<file path="src/cl_scrub_pkg.sv">
//--------------------------------------------------------------------
// Scrubber glue shared types
// Channel numbering, control word layout, scrubber state and status
// used by the control, scrubber and identity readout blocks
//--------------------------------------------------------------------

package cl_scrub_pkg;

   //--------------------------------------------------------------------
   // Channel constants
   //--------------------------------------------------------------------

   // Number of DDR channels with a scrubber
   localparam int NUM_DDR = 4;

   // Bytes moved per data beat of a burst
   localparam int BYTES_PER_BEAT = 64;

   // Byte address into one DDR channel
   typedef logic [63:0] scrb_addr_t;

   // Channel order follows the enable bits of the control word,
   // so D sits below C here
   typedef enum logic [1:0] {
      DDR_A = 2'd0,
      DDR_B = 2'd1,
      DDR_D = 2'd2,
      DDR_C = 2'd3
   } ddr_ch_e;

   //--------------------------------------------------------------------
   // Control word
   //--------------------------------------------------------------------

   // Bit 31     debug enable for the ID words
   // Bits 30:28 debug channel select, values 4 to 7 fall back to DDR A
   // Bits 3:0   per-channel scrub enable, indexed by ddr_ch_e
   typedef struct packed {
      logic                dbg_en;
      logic [2:0]          dbg_sel;
      logic [23:0]         reserved;
      logic [NUM_DDR-1:0]  scrb_en;
   } ctl_word_t;

   //--------------------------------------------------------------------
   // Scrubber
   //--------------------------------------------------------------------

   // Walker states
   typedef enum logic [1:0] {
      SCRB_IDLE = 2'd0,
      SCRB_RUN  = 2'd1,
      SCRB_DONE = 2'd2
   } scrb_state_e;

   // Per-channel status seen by the readout and the done outputs
   typedef struct packed {
      logic       done;
      scrb_addr_t addr;
   } scrb_status_t;

endpackage

</file>
<file path="src/cl_scrub_ctl.sv">
//--------------------------------------------------------------------
// Scrubber control block
// Registers the control word for the datapath and answers function
// level reset requests with alternating done pulses
//--------------------------------------------------------------------

module cl_scrub_ctl
(
   input  logic                    clk,
   input  logic                    sync_rst_n,

   // Control word from the host side
   input  cl_scrub_pkg::ctl_word_t ctl0,

   // Function level reset request and response
   input  logic                    flr_assert,

   output cl_scrub_pkg::ctl_word_t ctl_q,
   output logic                    flr_done
);

   //--------------------------------------------------------------------
   // Control word register
   //--------------------------------------------------------------------

   // Enables and debug select are all taken from this copy
   always_ff @(posedge clk or negedge sync_rst_n)
   begin
      if (!sync_rst_n)
      begin
         ctl_q <= '0;
      end
      else
      begin
         ctl_q <= ctl0;
      end
   end

   //--------------------------------------------------------------------
   // Reset request response
   //--------------------------------------------------------------------

   logic flr_assert_q;

   // Request is registered first, then answered
   // Done toggles against itself so a held request gives a pulse
   // on every second cycle
   always_ff @(posedge clk or negedge sync_rst_n)
   begin
      if (!sync_rst_n)
      begin
         flr_assert_q <= 1'b0;
         flr_done     <= 1'b0;
      end
      else
      begin
         flr_assert_q <= flr_assert;
         flr_done     <= flr_assert_q && !flr_done;
      end
   end

   //--------------------------------------------------------------------
   // Checks
   //--------------------------------------------------------------------

   // Done is a single-cycle pulse, never two in a row
   flr_done_single_pulse: assert property (
      @(posedge clk) disable iff (!sync_rst_n)
      flr_done |=> !flr_done
   );

endmodule

</file>
<file path="src/ddr_scrubber.sv">
//--------------------------------------------------------------------
// DDR scrubber address walker
// Steps through burst-aligned addresses of one channel from zero up
// to the last burst below the maximum address, then flags done
//--------------------------------------------------------------------

module ddr_scrubber
#(
   parameter cl_scrub_pkg::scrb_addr_t SCRB_MAX_ADDR         = 64'h1FFF,
   parameter int                       SCRB_BURST_LEN_MINUS1 = 15
)
(
   input  logic                       clk,
   input  logic                       sync_rst_n,

   // Scrub enable level for this channel
   input  logic                       enable,

   output cl_scrub_pkg::scrb_status_t status
);

   // Bytes covered by one burst
   localparam cl_scrub_pkg::scrb_addr_t STEP =
      cl_scrub_pkg::scrb_addr_t'((SCRB_BURST_LEN_MINUS1 + 1) * cl_scrub_pkg::BYTES_PER_BEAT);

   // Start address of the final burst
   localparam cl_scrub_pkg::scrb_addr_t LAST_ADDR = SCRB_MAX_ADDR + 64'd1 - STEP;

   cl_scrub_pkg::scrb_state_e state_q;
   cl_scrub_pkg::scrb_state_e state_d;
   cl_scrub_pkg::scrb_addr_t  addr_q;
   cl_scrub_pkg::scrb_addr_t  addr_d;
   logic                      done_q;

   //--------------------------------------------------------------------
   // Next state
   //--------------------------------------------------------------------

   // No memory behind the walker, so one burst address per clock
   always_comb
   begin
      state_d = state_q;
      addr_d  = addr_q;
      if (!enable)
      begin
         state_d = cl_scrub_pkg::SCRB_IDLE;
         addr_d  = '0;
      end
      else
      begin
         case (state_q)
            cl_scrub_pkg::SCRB_IDLE:
            begin
               state_d = cl_scrub_pkg::SCRB_RUN;
               addr_d  = '0;
            end
            cl_scrub_pkg::SCRB_RUN:
            begin
               if (addr_q == LAST_ADDR)
                  state_d = cl_scrub_pkg::SCRB_DONE;
               else
                  addr_d = addr_q + STEP;
            end
            cl_scrub_pkg::SCRB_DONE:
            begin
               // Hold the last address until disabled
               state_d = cl_scrub_pkg::SCRB_DONE;
            end
            default:
            begin
               state_d = cl_scrub_pkg::SCRB_IDLE;
               addr_d  = '0;
            end
         endcase
      end
   end

   always_ff @(posedge clk or negedge sync_rst_n)
   begin
      if (!sync_rst_n)
      begin
         state_q <= cl_scrub_pkg::SCRB_IDLE;
         addr_q  <= '0;
         done_q  <= 1'b0;
      end
      else
      begin
         state_q <= state_d;
         addr_q  <= addr_d;
         done_q  <= (state_d == cl_scrub_pkg::SCRB_DONE);
      end
   end

   assign status.done = done_q;
   assign status.addr = addr_q;

   // Walk stays inside the scrubbed region
   addr_in_range: assert property (
      @(posedge clk) disable iff (!sync_rst_n)
      status.addr <= SCRB_MAX_ADDR
   );

   // Done flag tracks the state register
   done_matches_state: assert property (
      @(posedge clk) disable iff (!sync_rst_n)
      status.done == (state_q == cl_scrub_pkg::SCRB_DONE)
   );

endmodule

</file>
<file path="src/id_readout.sv">
//--------------------------------------------------------------------
// Identity readout
// Returns the two identity words, or with debug on the selected
// scrubber address split into low and high words
//--------------------------------------------------------------------

module id_readout
#(
   parameter logic [31:0] CL_ID0 = 32'hF001_1D0F,
   parameter logic [31:0] CL_ID1 = 32'h1D51_FEDC
)
(
   input  logic                       clk,

   input  cl_scrub_pkg::ctl_word_t    ctl_q,
   input  cl_scrub_pkg::scrb_status_t scrb_status [cl_scrub_pkg::NUM_DDR],

   output logic [31:0]                id0,
   output logic [31:0]                id1
);

   cl_scrub_pkg::ddr_ch_e    sel_ch;
   cl_scrub_pkg::scrb_addr_t sel_addr;

   // Selects above 3 fall back to DDR A
   always_comb
   begin
      if (ctl_q.dbg_sel[2])
         sel_ch = cl_scrub_pkg::DDR_A;
      else
         sel_ch = cl_scrub_pkg::ddr_ch_e'(ctl_q.dbg_sel[1:0]);
   end

   assign sel_addr = scrb_status[sel_ch].addr;

   // Debug on shows the selected address, otherwise the identity words
   always_ff @(posedge clk)
   begin
      if (ctl_q.dbg_en)
      begin
         id0 <= sel_addr[31:0];
         id1 <= sel_addr[63:32];
      end
      else
      begin
         id0 <= CL_ID0;
         id1 <= CL_ID1;
      end
   end

endmodule

</file>
<file path="src/cl_scrub_top.sv">
//--------------------------------------------------------------------
// Scrubber glue top level
// Control register, four DDR scrubbers and the identity readout
//--------------------------------------------------------------------

module cl_scrub_top
#(
   parameter cl_scrub_pkg::scrb_addr_t SCRB_MAX_ADDR         = 64'h1FFF,
   parameter int                       SCRB_BURST_LEN_MINUS1 = 15,
   parameter logic [31:0]              CL_ID0                = 32'hF001_1D0F,
   parameter logic [31:0]              CL_ID1                = 32'h1D51_FEDC
)
(
   input  logic                                clk,
   input  logic                                sync_rst_n,

   input  cl_scrub_pkg::ctl_word_t             ctl0,

   input  logic                                flr_assert,
   output logic                                flr_done,

   // One done bit per channel, in control word enable order
   output logic [cl_scrub_pkg::NUM_DDR-1:0]    scrb_done,

   output logic [31:0]                         id0,
   output logic [31:0]                         id1
);

   cl_scrub_pkg::ctl_word_t    ctl_q;
   cl_scrub_pkg::scrb_status_t scrb_status [cl_scrub_pkg::NUM_DDR];

   //--------------------------------------------------------------------
   // Control
   //--------------------------------------------------------------------

   cl_scrub_ctl ctl0_inst
   (
      .clk        (clk),
      .sync_rst_n (sync_rst_n),
      .ctl0       (ctl0),
      .flr_assert (flr_assert),
      .ctl_q      (ctl_q),
      .flr_done   (flr_done)
   );

   //--------------------------------------------------------------------
   // Scrubbers, one per channel
   //--------------------------------------------------------------------

   for (genvar i = 0; i < cl_scrub_pkg::NUM_DDR; i++)
   begin : g_scrb
      localparam cl_scrub_pkg::ddr_ch_e CH = cl_scrub_pkg::ddr_ch_e'(i);

      ddr_scrubber
      #(
         .SCRB_MAX_ADDR         (SCRB_MAX_ADDR),
         .SCRB_BURST_LEN_MINUS1 (SCRB_BURST_LEN_MINUS1)
      )
      scrb_inst
      (
         .clk        (clk),
         .sync_rst_n (sync_rst_n),
         .enable     (ctl_q.scrb_en[CH]),
         .status     (scrb_status[CH])
      );

      assign scrb_done[CH] = scrb_status[CH].done;
   end

   //--------------------------------------------------------------------
   // Identity readout
   //--------------------------------------------------------------------

   id_readout
   #(
      .CL_ID0 (CL_ID0),
      .CL_ID1 (CL_ID1)
   )
   id_inst
   (
      .clk         (clk),
      .ctl_q       (ctl_q),
      .scrb_status (scrb_status),
      .id0         (id0),
      .id1         (id1)
   );

endmodule

</file>
<file path="config.mk">
export PLATFORM = sky130hd
export DESIGN_NAME = cl_scrub_top
export DESIGN_NICKNAME = d
export VERILOG_FILES = /design/src/cl_scrub_pkg.sv /design/src/cl_scrub_ctl.sv /design/src/ddr_scrubber.sv /design/src/id_readout.sv /design/src/cl_scrub_top.sv
export SDC_FILE = /design/constraint.sdc
export NUM_CORES = 1
export LEC_CHECK = 0
export BUFFER_PORTS_ARGS = -buffer_cell sky130_fd_sc_hd__buf_2
export CAP_MARGIN = 10
export CELL_PAD_IN_SITES_DETAIL_PLACEMENT = 0
export CELL_PAD_IN_SITES_GLOBAL_PLACEMENT = 1
export CORE_AREA = 10 10 180 224
export CTS_BUF_LIST = sky130_fd_sc_hd__clkbuf_4 sky130_fd_sc_hd__clkbuf_8
export DETAILED_ROUTE_END_ITERATION = 8
export DIE_AREA = 0 0 190 234
export GPL_TIMING_DRIVEN = 1
export PLACE_DENSITY_LB_ADDON = 0.1
export SKIP_LAST_GASP = 1
export SLEW_MARGIN = 20
export SYNTH_ARGS = -nofsm -noshare
export SYNTH_HDL_FRONTEND = slang
export SYNTH_SLANG_ARGS = --single-unit
</file>
<file path="constraint.sdc">
create_clock -name clk -period 2.95 [get_ports clk]
set_input_delay 0.4425 -clock clk [delete_from_list [all_inputs] [get_ports clk]]
set_output_delay 0.4425 -clock clk [all_outputs]
set_load 0.005 [all_outputs]
</file>
---- After elaboration in Yosys (flattened, before gate mapping) ----
Index checks and enable logic that the tools add are counted.
W data, S select, Z words.
word-level totals
  output and inout bits ................... 69
  register bits ........................... 342
  word-level logic and storage cells ...... 87
  bits of input ports ..................... 35
cells by class
  reductions and logical operators ........ 10
  $lt $le $gt $ge ......................... 1
  bitwise operators ....................... 1
  eq/ne operators ......................... 24
  add/subtract/negate cells ............... 4
  muxes and demuxes ....................... 28
operator list
  cell                      number
  $mux W64                  10
  $pmux W64 S2              4
  $add A64 B11 Y64 const B  4
  $eq A64 B13 Y1 const B    4
  $bmux W65 S2              1
  $pmux W2 S3               4
  $mux W2                   9
  $eq A2 B2 Y1 const B      8
  $ne A3 B3 Y1 const B      4
  $eq A2 B1 Y1 const B      4
  $logic_not A2 Y1          4
  $ne A2 B2 Y1 const B      4
  $reduce_and A2 Y1         4
  $ge A3 B3 Y1 const B      1
  $not A2 Y3                1
  $logic_and A1 B1 Y1       1
  $logic_not A1 Y1          1

---- Depth between registers and ports, before layout ----
Gate-level depths: netlist of run 1.
  depth in word-level cells ............... 5
  mapped depth ............................ 9
  mapped depth without buffers ............ 8

---- Hierarchy ----
Synthesis of run 1 repeated with hierarchy kept, for this count alone.
unflattened totals
  cells, all modules ...................... 2090
  area total of the unflattened synthesis .. 18397.6 um^2
modules (own cells, without submodules)
  module        cells an instance  sequential area each (um^2)  area each (um^2)  instances
  ddr_scrubber  432                1426.4                       3533.4            4
  id_readout    327                1281.2                       3399.5            1
  cl_scrub_ctl  35                 850.8                        864.6             1

---- Worst setup path after synthesis of run 1 ----
Ideal clock, no wire load.
  path kind ............................... reg-to-reg
  start ................................... register g_scrb[2].scrb_inst.addr_q[10]
  end ..................................... register g_scrb[2].scrb_inst.addr_q[44]
  buffers on the path ..................... 2
  required time ........................... 2.826 ns
  setup slack ............................. 0.556 ns
  period minus slack after synthesis ...... 2.394 ns
  stages on the path, launching flop included .. 10
  setup time .............................. 0.124 ns
  data arrival time ....................... 2.271 ns
  path through ............................ dfrtp_1 -> ha_1 -> and4_1 -> clkbuf_1 -> nand3_1 -> or4_1 -> clkbuf_1 -> or4_1 -> a21oi_1 -> o21bai_1
on the way
  longest elaborated chain between the ends .. 4
  elaborated cells between the ends (all ways) .. 7
  those cells by class .................... 1 x add/sub; 2 x eq/ne; 3 x mux; 1 x reduce/logical
RTL lines
  item                      line                RTL
  start: declaration        ddr_scrubber.sv:31  cl_scrub_pkg::scrb_addr_t addr_q;
  start signal: assignment  ddr_scrubber.sv:89  addr_q <= addr_d;
  $add A64 B11 Y64          ddr_scrubber.sv:62  addr_d = addr_q + STEP;
  $mux W64                  ddr_scrubber.sv:59  if (addr_q == LAST_ADDR)
  $pmux W64 S2              ddr_scrubber.sv:51  case (state_q)
  $mux W64                  ddr_scrubber.sv:44  if (!enable)
Parallel ways exist; a longest one is shown, timed or not. The select of a mux whose other input is x is not followed.
A chain may end at the register's enable or synchronous reset.

---- Worst setup path after layout of run 1 ----
  start ................................... register g_scrb[2].scrb_inst.addr_q[53]
  end ..................................... register g_scrb[2].scrb_inst.addr_q[54]
Same word-level chain as after synthesis.

==> impl_metrics.toml, run 1 <==
[placement]
dp_slack_ns = 0.1692
port_buffers = 74
gp_congestion = 0.9709
dp_hpwl_um = 46730
dpl_cell_area_mm2 = 0.01837

[synth]
yosys_warnings = 0
netlist_instances = 2106
yosys_most_used_dff = "dfrtp_1"
syn_avg_cell_area_um2 = 8.055
synth_seq_area_share = 0.4160
synth_top_area_cell = "dfrtp_1"
synth-edff-count = 0
yosysTopAreaCellShare = 0.3511
ys_top_cells_by_count = "nand2_1 (339), dfrtp_1 (238), o21ai_0 (160), a31oi_1 (134), clkbuf_1 (127)"
synth_area_mm2 = 0.01696
yosys-top-cells-area = "dfrtp_1 (35%), nand2_1 (7.5%), dfxtp_1 (6.5%), a31oi_1 (4.9%), o21ai_0 (4.7%)"
ys_seq_elements = 293
ys_types = 72
synth.most_common_cell = "nand2_1"
synth-async-reset-ratio = 0.8123

[route]
drc = 0
via_per_inst = 6.387
vias = 17370
wl_per_cell_um = 23.78
drtIter0Drc = 1584
totalWireLength_um = 64690
dr.pass1.iters = 5
ant_nets = 0

[power]
powerDensity_mw_per_mm2 = 464.8
power.total_uw = 9173
irDropWorstVdd_v = 0.0004414
p_leak_uw = 0.008068

[sta]
rsz0062_at_grt = "false"
maxSlewHeadroom = 0.4468
hold_viol = 0
drv_slew = 0
finalClockSkew_ns = 0.02426
worst_pin_slew_ns = 0.8222
finalSetupTns_ns = 0
setup_slack_ns = 0.1050
fmax_mhz = 351.5
setup_viol = 0
min_period_ns = 2.845
fin_crit_sh = 0.9644

[die]
die_x_um = 190
core_mm2 = 0.03601
initial_core_util = 0.4711
io_pins = 104
die_h_um = 234
rows = 78
die_area_mm2 = 0.04446

[global_routing]
grt_pass1_wl_um = 98880
grt_remaining_overflow = 0
grt_pass1_vias = 16540
grt_max_degree = 89
antenna_found_initial = 1
grt_usage = 0.2848

[clocking]
numCtsBuffers = 50
cts_sinks = 293
clk_pin_slew_ns = 0.07
root_buffer = "clkbuf_8"
cts-htree-levels = 2
ctsResizeCount = 0
post_cts_buffers = 0
clockBufferDepth = 3
clk_latency_ns = 0.62
cts_tree = "done"

[setup_path]
r2r_cells = 8
crit_start = "g_scrb[2].scrb_inst.addr_q[53]"
cp-start-kind = "register"
required_ns = 3.46
critPathMaxFanout = 21
endpoint_kind = "register"
critical_path_arrival_ns = 3.35
reg2reg_from = "g_scrb[2].scrb_inst.addr_q[53]"
critPathKind = "reg2reg"

[finish]
fillers = 3456
nets = 2236
drive_gt1_frac = 0.1630
area_growth_pct = 16.33
stdcell_area_mm2 = 0.01973

[worst_hold_path]
hp-class = "in2async"

[flow_run]
drv_cap = 0

[status]
status = "completed"
[path summary, 6_finish.rpt]
kind | slack (ns) | endpoint
max | 0.11 | g_scrb[2].scrb_inst.addr_q[54]
min | 0.43 | g_scrb[3].scrb_inst.addr_q[57]
max reg2reg | 0.11 | g_scrb[2].scrb_inst.addr_q[54]
min reg2reg | 0.43 | ctl0_inst.flr_done
max in group asynchronous | 1.68 | g_scrb[1].scrb_inst.addr_q[32]
min in group clk | 0.43 | ctl0_inst.flr_done
[sequential cells by signal (all words and copies together) (netlist names)]
name                      count
id_inst.id0                  23
ctl0_inst.flr_done            1
ctl0_inst.flr_assert_q        1
g_scrb.scrb_inst.done_q       4
ctl0_inst.ctl_q               8
g_scrb.scrb_inst.state_q      8
id_inst.id1                  32
g_scrb.scrb_inst.addr_q     216
[cell families (layout without fill, tap and decap cells)]
family                   after synthesis  in the layout  share of synthesized area
flip-flops                           293            293                     0.4160
multiplexers                          29             29                    0.01859
XOR/XNOR                               2              2                   0.001033
AO/OA/AOI/OAI                        550            550                     0.2042
buffers and inverters                239            368                    0.05856
other                                  1              6                  0.0002211
adder cells (fa/ha/maj)                4              4                   0.002950
AND/OR/NAND/NOR                      988            988                     0.2985
[cell type report]
cell class / instances / area, um^2 / share of cell area
inverter: 49 / 183.9 / 0.009320
clock buffer: 74 / 974.7 / 0.04939
sequential: 293 / 7058 / 0.3577
timing repair buffer: 225 / 1664 / 0.08433
multi-input combinational: 1578 / 9000 / 0.4561
clock inverter: 20 / 250.2 / 0.01268
antenna: 1 / 2.502 / 0.0001268
tap: 480 / 600.6 / 0.03043
[worst max-delay path: stages, from the launching register on]
cell and delay [ns]:
dfrtp_1 0.39, nor4_1 0.73, nand4_1 0.28, nor4_2 0.34
buf_4 0.28, nor2_4 0.13, buf_4 0.23, a41o_1 0.23
o31a_1 0.10
[placed cells by master, fill, tap and decap left out, drive strengths merged, types with 28 or more instances in the layout]
master / synthesis / layout
nand2: 339 / 339
dfrtp: 238 / 238
buf: 59 / 215
o21ai: 162 / 162
a31oi: 134 / 134
nand3: 125 / 125
nor4: 96 / 96
nor2: 95 / 95
a21oi: 89 / 89
clkbuf: 131 / 74
nand4: 71 / 71
nor3: 71 / 71
dfxtp: 55 / 55
inv: 48 / 48
and3: 34 / 34
nor2b: 34 / 34
and4: 28 / 28
[power breakdown]
part | switching, uW | internal (uW)
combinational | 389 | 174
clock | 1860 | 2650
sequential | 31.2 | 4060
[per-layer routing]
metal,vias to the layer above,part of all wire,global-route usage
met4,0,0.051,0.1326
met5,-,0,0
li1,8008,-,-
met1,8453,0.39,0.3441
met2,726,0.49,0.4881
met3,185,0.068,0.04637
[through the flow]
stage | instances | hold slack [ns] | util
2_1_floorplan | 2110 | 0.1469 | -
3_3_place_gp | 2613 | 0.4123 | 0.5100
3_5_place_dp | 2613 | 0.4336 | 0.5100
4_1_cts | 2717 | 0.4385 | 0.5468
5_1_grt | 2720 | 0.4645 | 0.5480
6_report | 2720 | 0.4273 | 0.5480
[repair_timing]
action / CTS / global route
endpoints found under the setup margin: 0 / 0
endpoints found under the hold margin: 79 / 0
hold buffers: 10 / 0
No activity file was read; power rests on OpenSTA's default activity.
==> inputs of run 2 (changes only) <==
- PLACE_DENSITY: not set -> 0.89
- PLACE_DENSITY_LB_ADDON: 0.1 -> not set
==> run 2 against run 1 <==
Against the previous run:
- global-route usage is 1.5 points lower
- routed wire length is 5.0% lower
- critical path depth stayed put
- utilization is 0.76 points lower
- cell count is 0.96% lower
- sequential power hardly changed
- clock power is 6.0% lower
- total power is 2.9% lower
- fmax is 2.8% higher
==> impl_metrics.toml, run 2 (synthesis results as in run 1) <==
[route]
vias = 17510
drc = 0
via_per_inst = 6.499
ant_nets = 0
dr.pass1.iters = 8
totalWireLength_um = 61430
drtIter0Drc = 1968
wl_per_cell_um = 22.80

[sta]
rsz0062_at_grt = "false"
setup_viol = 0
finalSetupTns_ns = 0
maxSlewHeadroom = 0.3446
drv_slew = 0
hold_viol = 0
fmax_mhz = 361.2
worst_pin_slew_ns = 0.9808
fin_crit_sh = 0.9384
finalClockSkew_ns = 0.02774
min_period_ns = 2.768
setup_slack_ns = 0.1816

[placement]
port_buffers = 74
gp_congestion = 0.9745
dp_slack_ns = 0.2456
dp_hpwl_um = 43940

[power]
p_leak_uw = 0.007900
powerDensity_mw_per_mm2 = 457.7
irDropWorstVdd_v = 0.0004481

[die]
rows = 78
die_h_um = 234
die_x_um = 190
io_pins = 104
core_mm2 = 0.03601
initial_core_util = 0.4711
die_area_mm2 = 0.04446

[setup_path]
required_ns = 3.45
rrSetupSlack_ns = 0.18
slowest_delay_ns = 0.62
crit_family = "simple AND/OR/NAND/NOR gates"
critical_path_arrival_ns = 3.27
critPathKind = "reg2reg"
cp_slowest_cell = "nor4_1"
crit_top_cell = "buf_4"
critPathMaxFanout = 9
cp-start-kind = "register"
path_cells = "nor4_1 > nand4_1 > nor4_2 > buf_4 > or2_2 > buf_4 > nor3_1 > o22a_1"
critPathBufInv = 2
endpoint_kind = "register"

[clocking]
numCtsBuffers = 51
clk_latency_ns = 0.63
clockBufferDepth = 3
cts_tree = "done"
cts_sinks = 293
root_buffer = "clkbuf_8"
clk_pin_slew_ns = 0.06
cts-htree-levels = 2
post_cts_buffers = 0

[global_routing]
grt_remaining_overflow = 0
grt_max_degree = 85
grt_usage = 0.2697
grt_util_met1 = 0.3252
busiest_layer = "met2"
grt_pass1_wl_um = 95430
antenna_found_initial = 1
met2_usage = 0.4459
grt_pass1_vias = 16540
met3_usage = 0.05425

[finish]
multi_input_comb_area_mm2 = 0.009002
regMostFlops = "g_scrb.scrb_inst.addr_q"
n_antenna_cell = 0
drive_gt1_frac = 0.1536
mostFrequentLayoutCell = "nand2_1"
final_cell_mix = "nand2_1 (339), dfrtp_1 (237), o21ai_0 (160)"
largest_reg_flops = 216
reg_top3 = "g_scrb.scrb_inst.addr_q (216), id_inst.id1 (32), id_inst.id0 (23)"
fillers = 3370
nets = 2211
area_growth_pct = 14.71
register_area_mm2 = 0.007058

[flow_run]
drv_cap = 0

[status]
status = "completed"

[worst_hold_path]
hp-class = "in2async"
==> run 2: timing repair <==
item                                   CTS  global route
hold buffers                            10             0
gates resized for setup                  0             1
endpoints found under the hold margin   70             0
setup endpoints to repair                0             1
==> run 2: metrics by stage <==
step | util | hold slack (ns) | total power, uW | cell area [um^2] | cells
after floorplan | - | 0.1469 | 4443 | 16980 | 2110
after global placement | 0.5044 | 0.4087 | 4696 | 18170 | 2588
after detailed placement | 0.5044 | 0.4320 | 4702 | 18170 | 2588
after CTS | 0.5397 | 0.3790 | 8929 | 19440 | 2693
after global routing | 0.5403 | 0.4058 | 9171 | 19460 | 2694
final | 0.5403 | 0.3583 | 8906 | 19460 | 2694
==> run 2: path summary, 6_finish.rpt <==
kind                                           startpoint                        endpoint  cells after the start
max                        g_scrb[1].scrb_inst.addr_q[49]  g_scrb[1].scrb_inst.addr_q[22]                      8
min                                            sync_rst_n      g_scrb[1].scrb_inst.done_q                      2
max reg2reg                g_scrb[1].scrb_inst.addr_q[49]  g_scrb[1].scrb_inst.addr_q[22]                      8
min reg2reg                            ctl0_inst.flr_done              ctl0_inst.flr_done                      1
max in group asynchronous                      sync_rst_n  g_scrb[2].scrb_inst.addr_q[36]                      3
min in group clk                       ctl0_inst.flr_done              ctl0_inst.flr_done                      1
==> run 2: per-layer routing <==
metal	vias up	routed length, um
met5	-	10
met4	2	3510
met3	213	4868
met2	885	29130
met1	8456	23910
li1	7953	-
==> run 2: power by group <==
| group | internal, uW | switching (uW) | total [uW] |
|---|---|---|---|
| Clock | 2410 | 1840 | 4250 |
| Sequential | 4060 | 29.2 | 4090 |
| Combinational | 171 | 388 | 559 |
| Total | 6650 | 2260 | 8910 |
==> run 2: final cells by class <==
class / count / share of cell area
flip-flops and latches: 293 / 0.3627
well taps: 480 / 0.03086
clock buffers: 84 / 0.05588
clock inverters: 11 / 0.004244
inverters: 49 / 0.009452
repair buffers: 199 / 0.07420
multi-input cells: 1578 / 0.4626
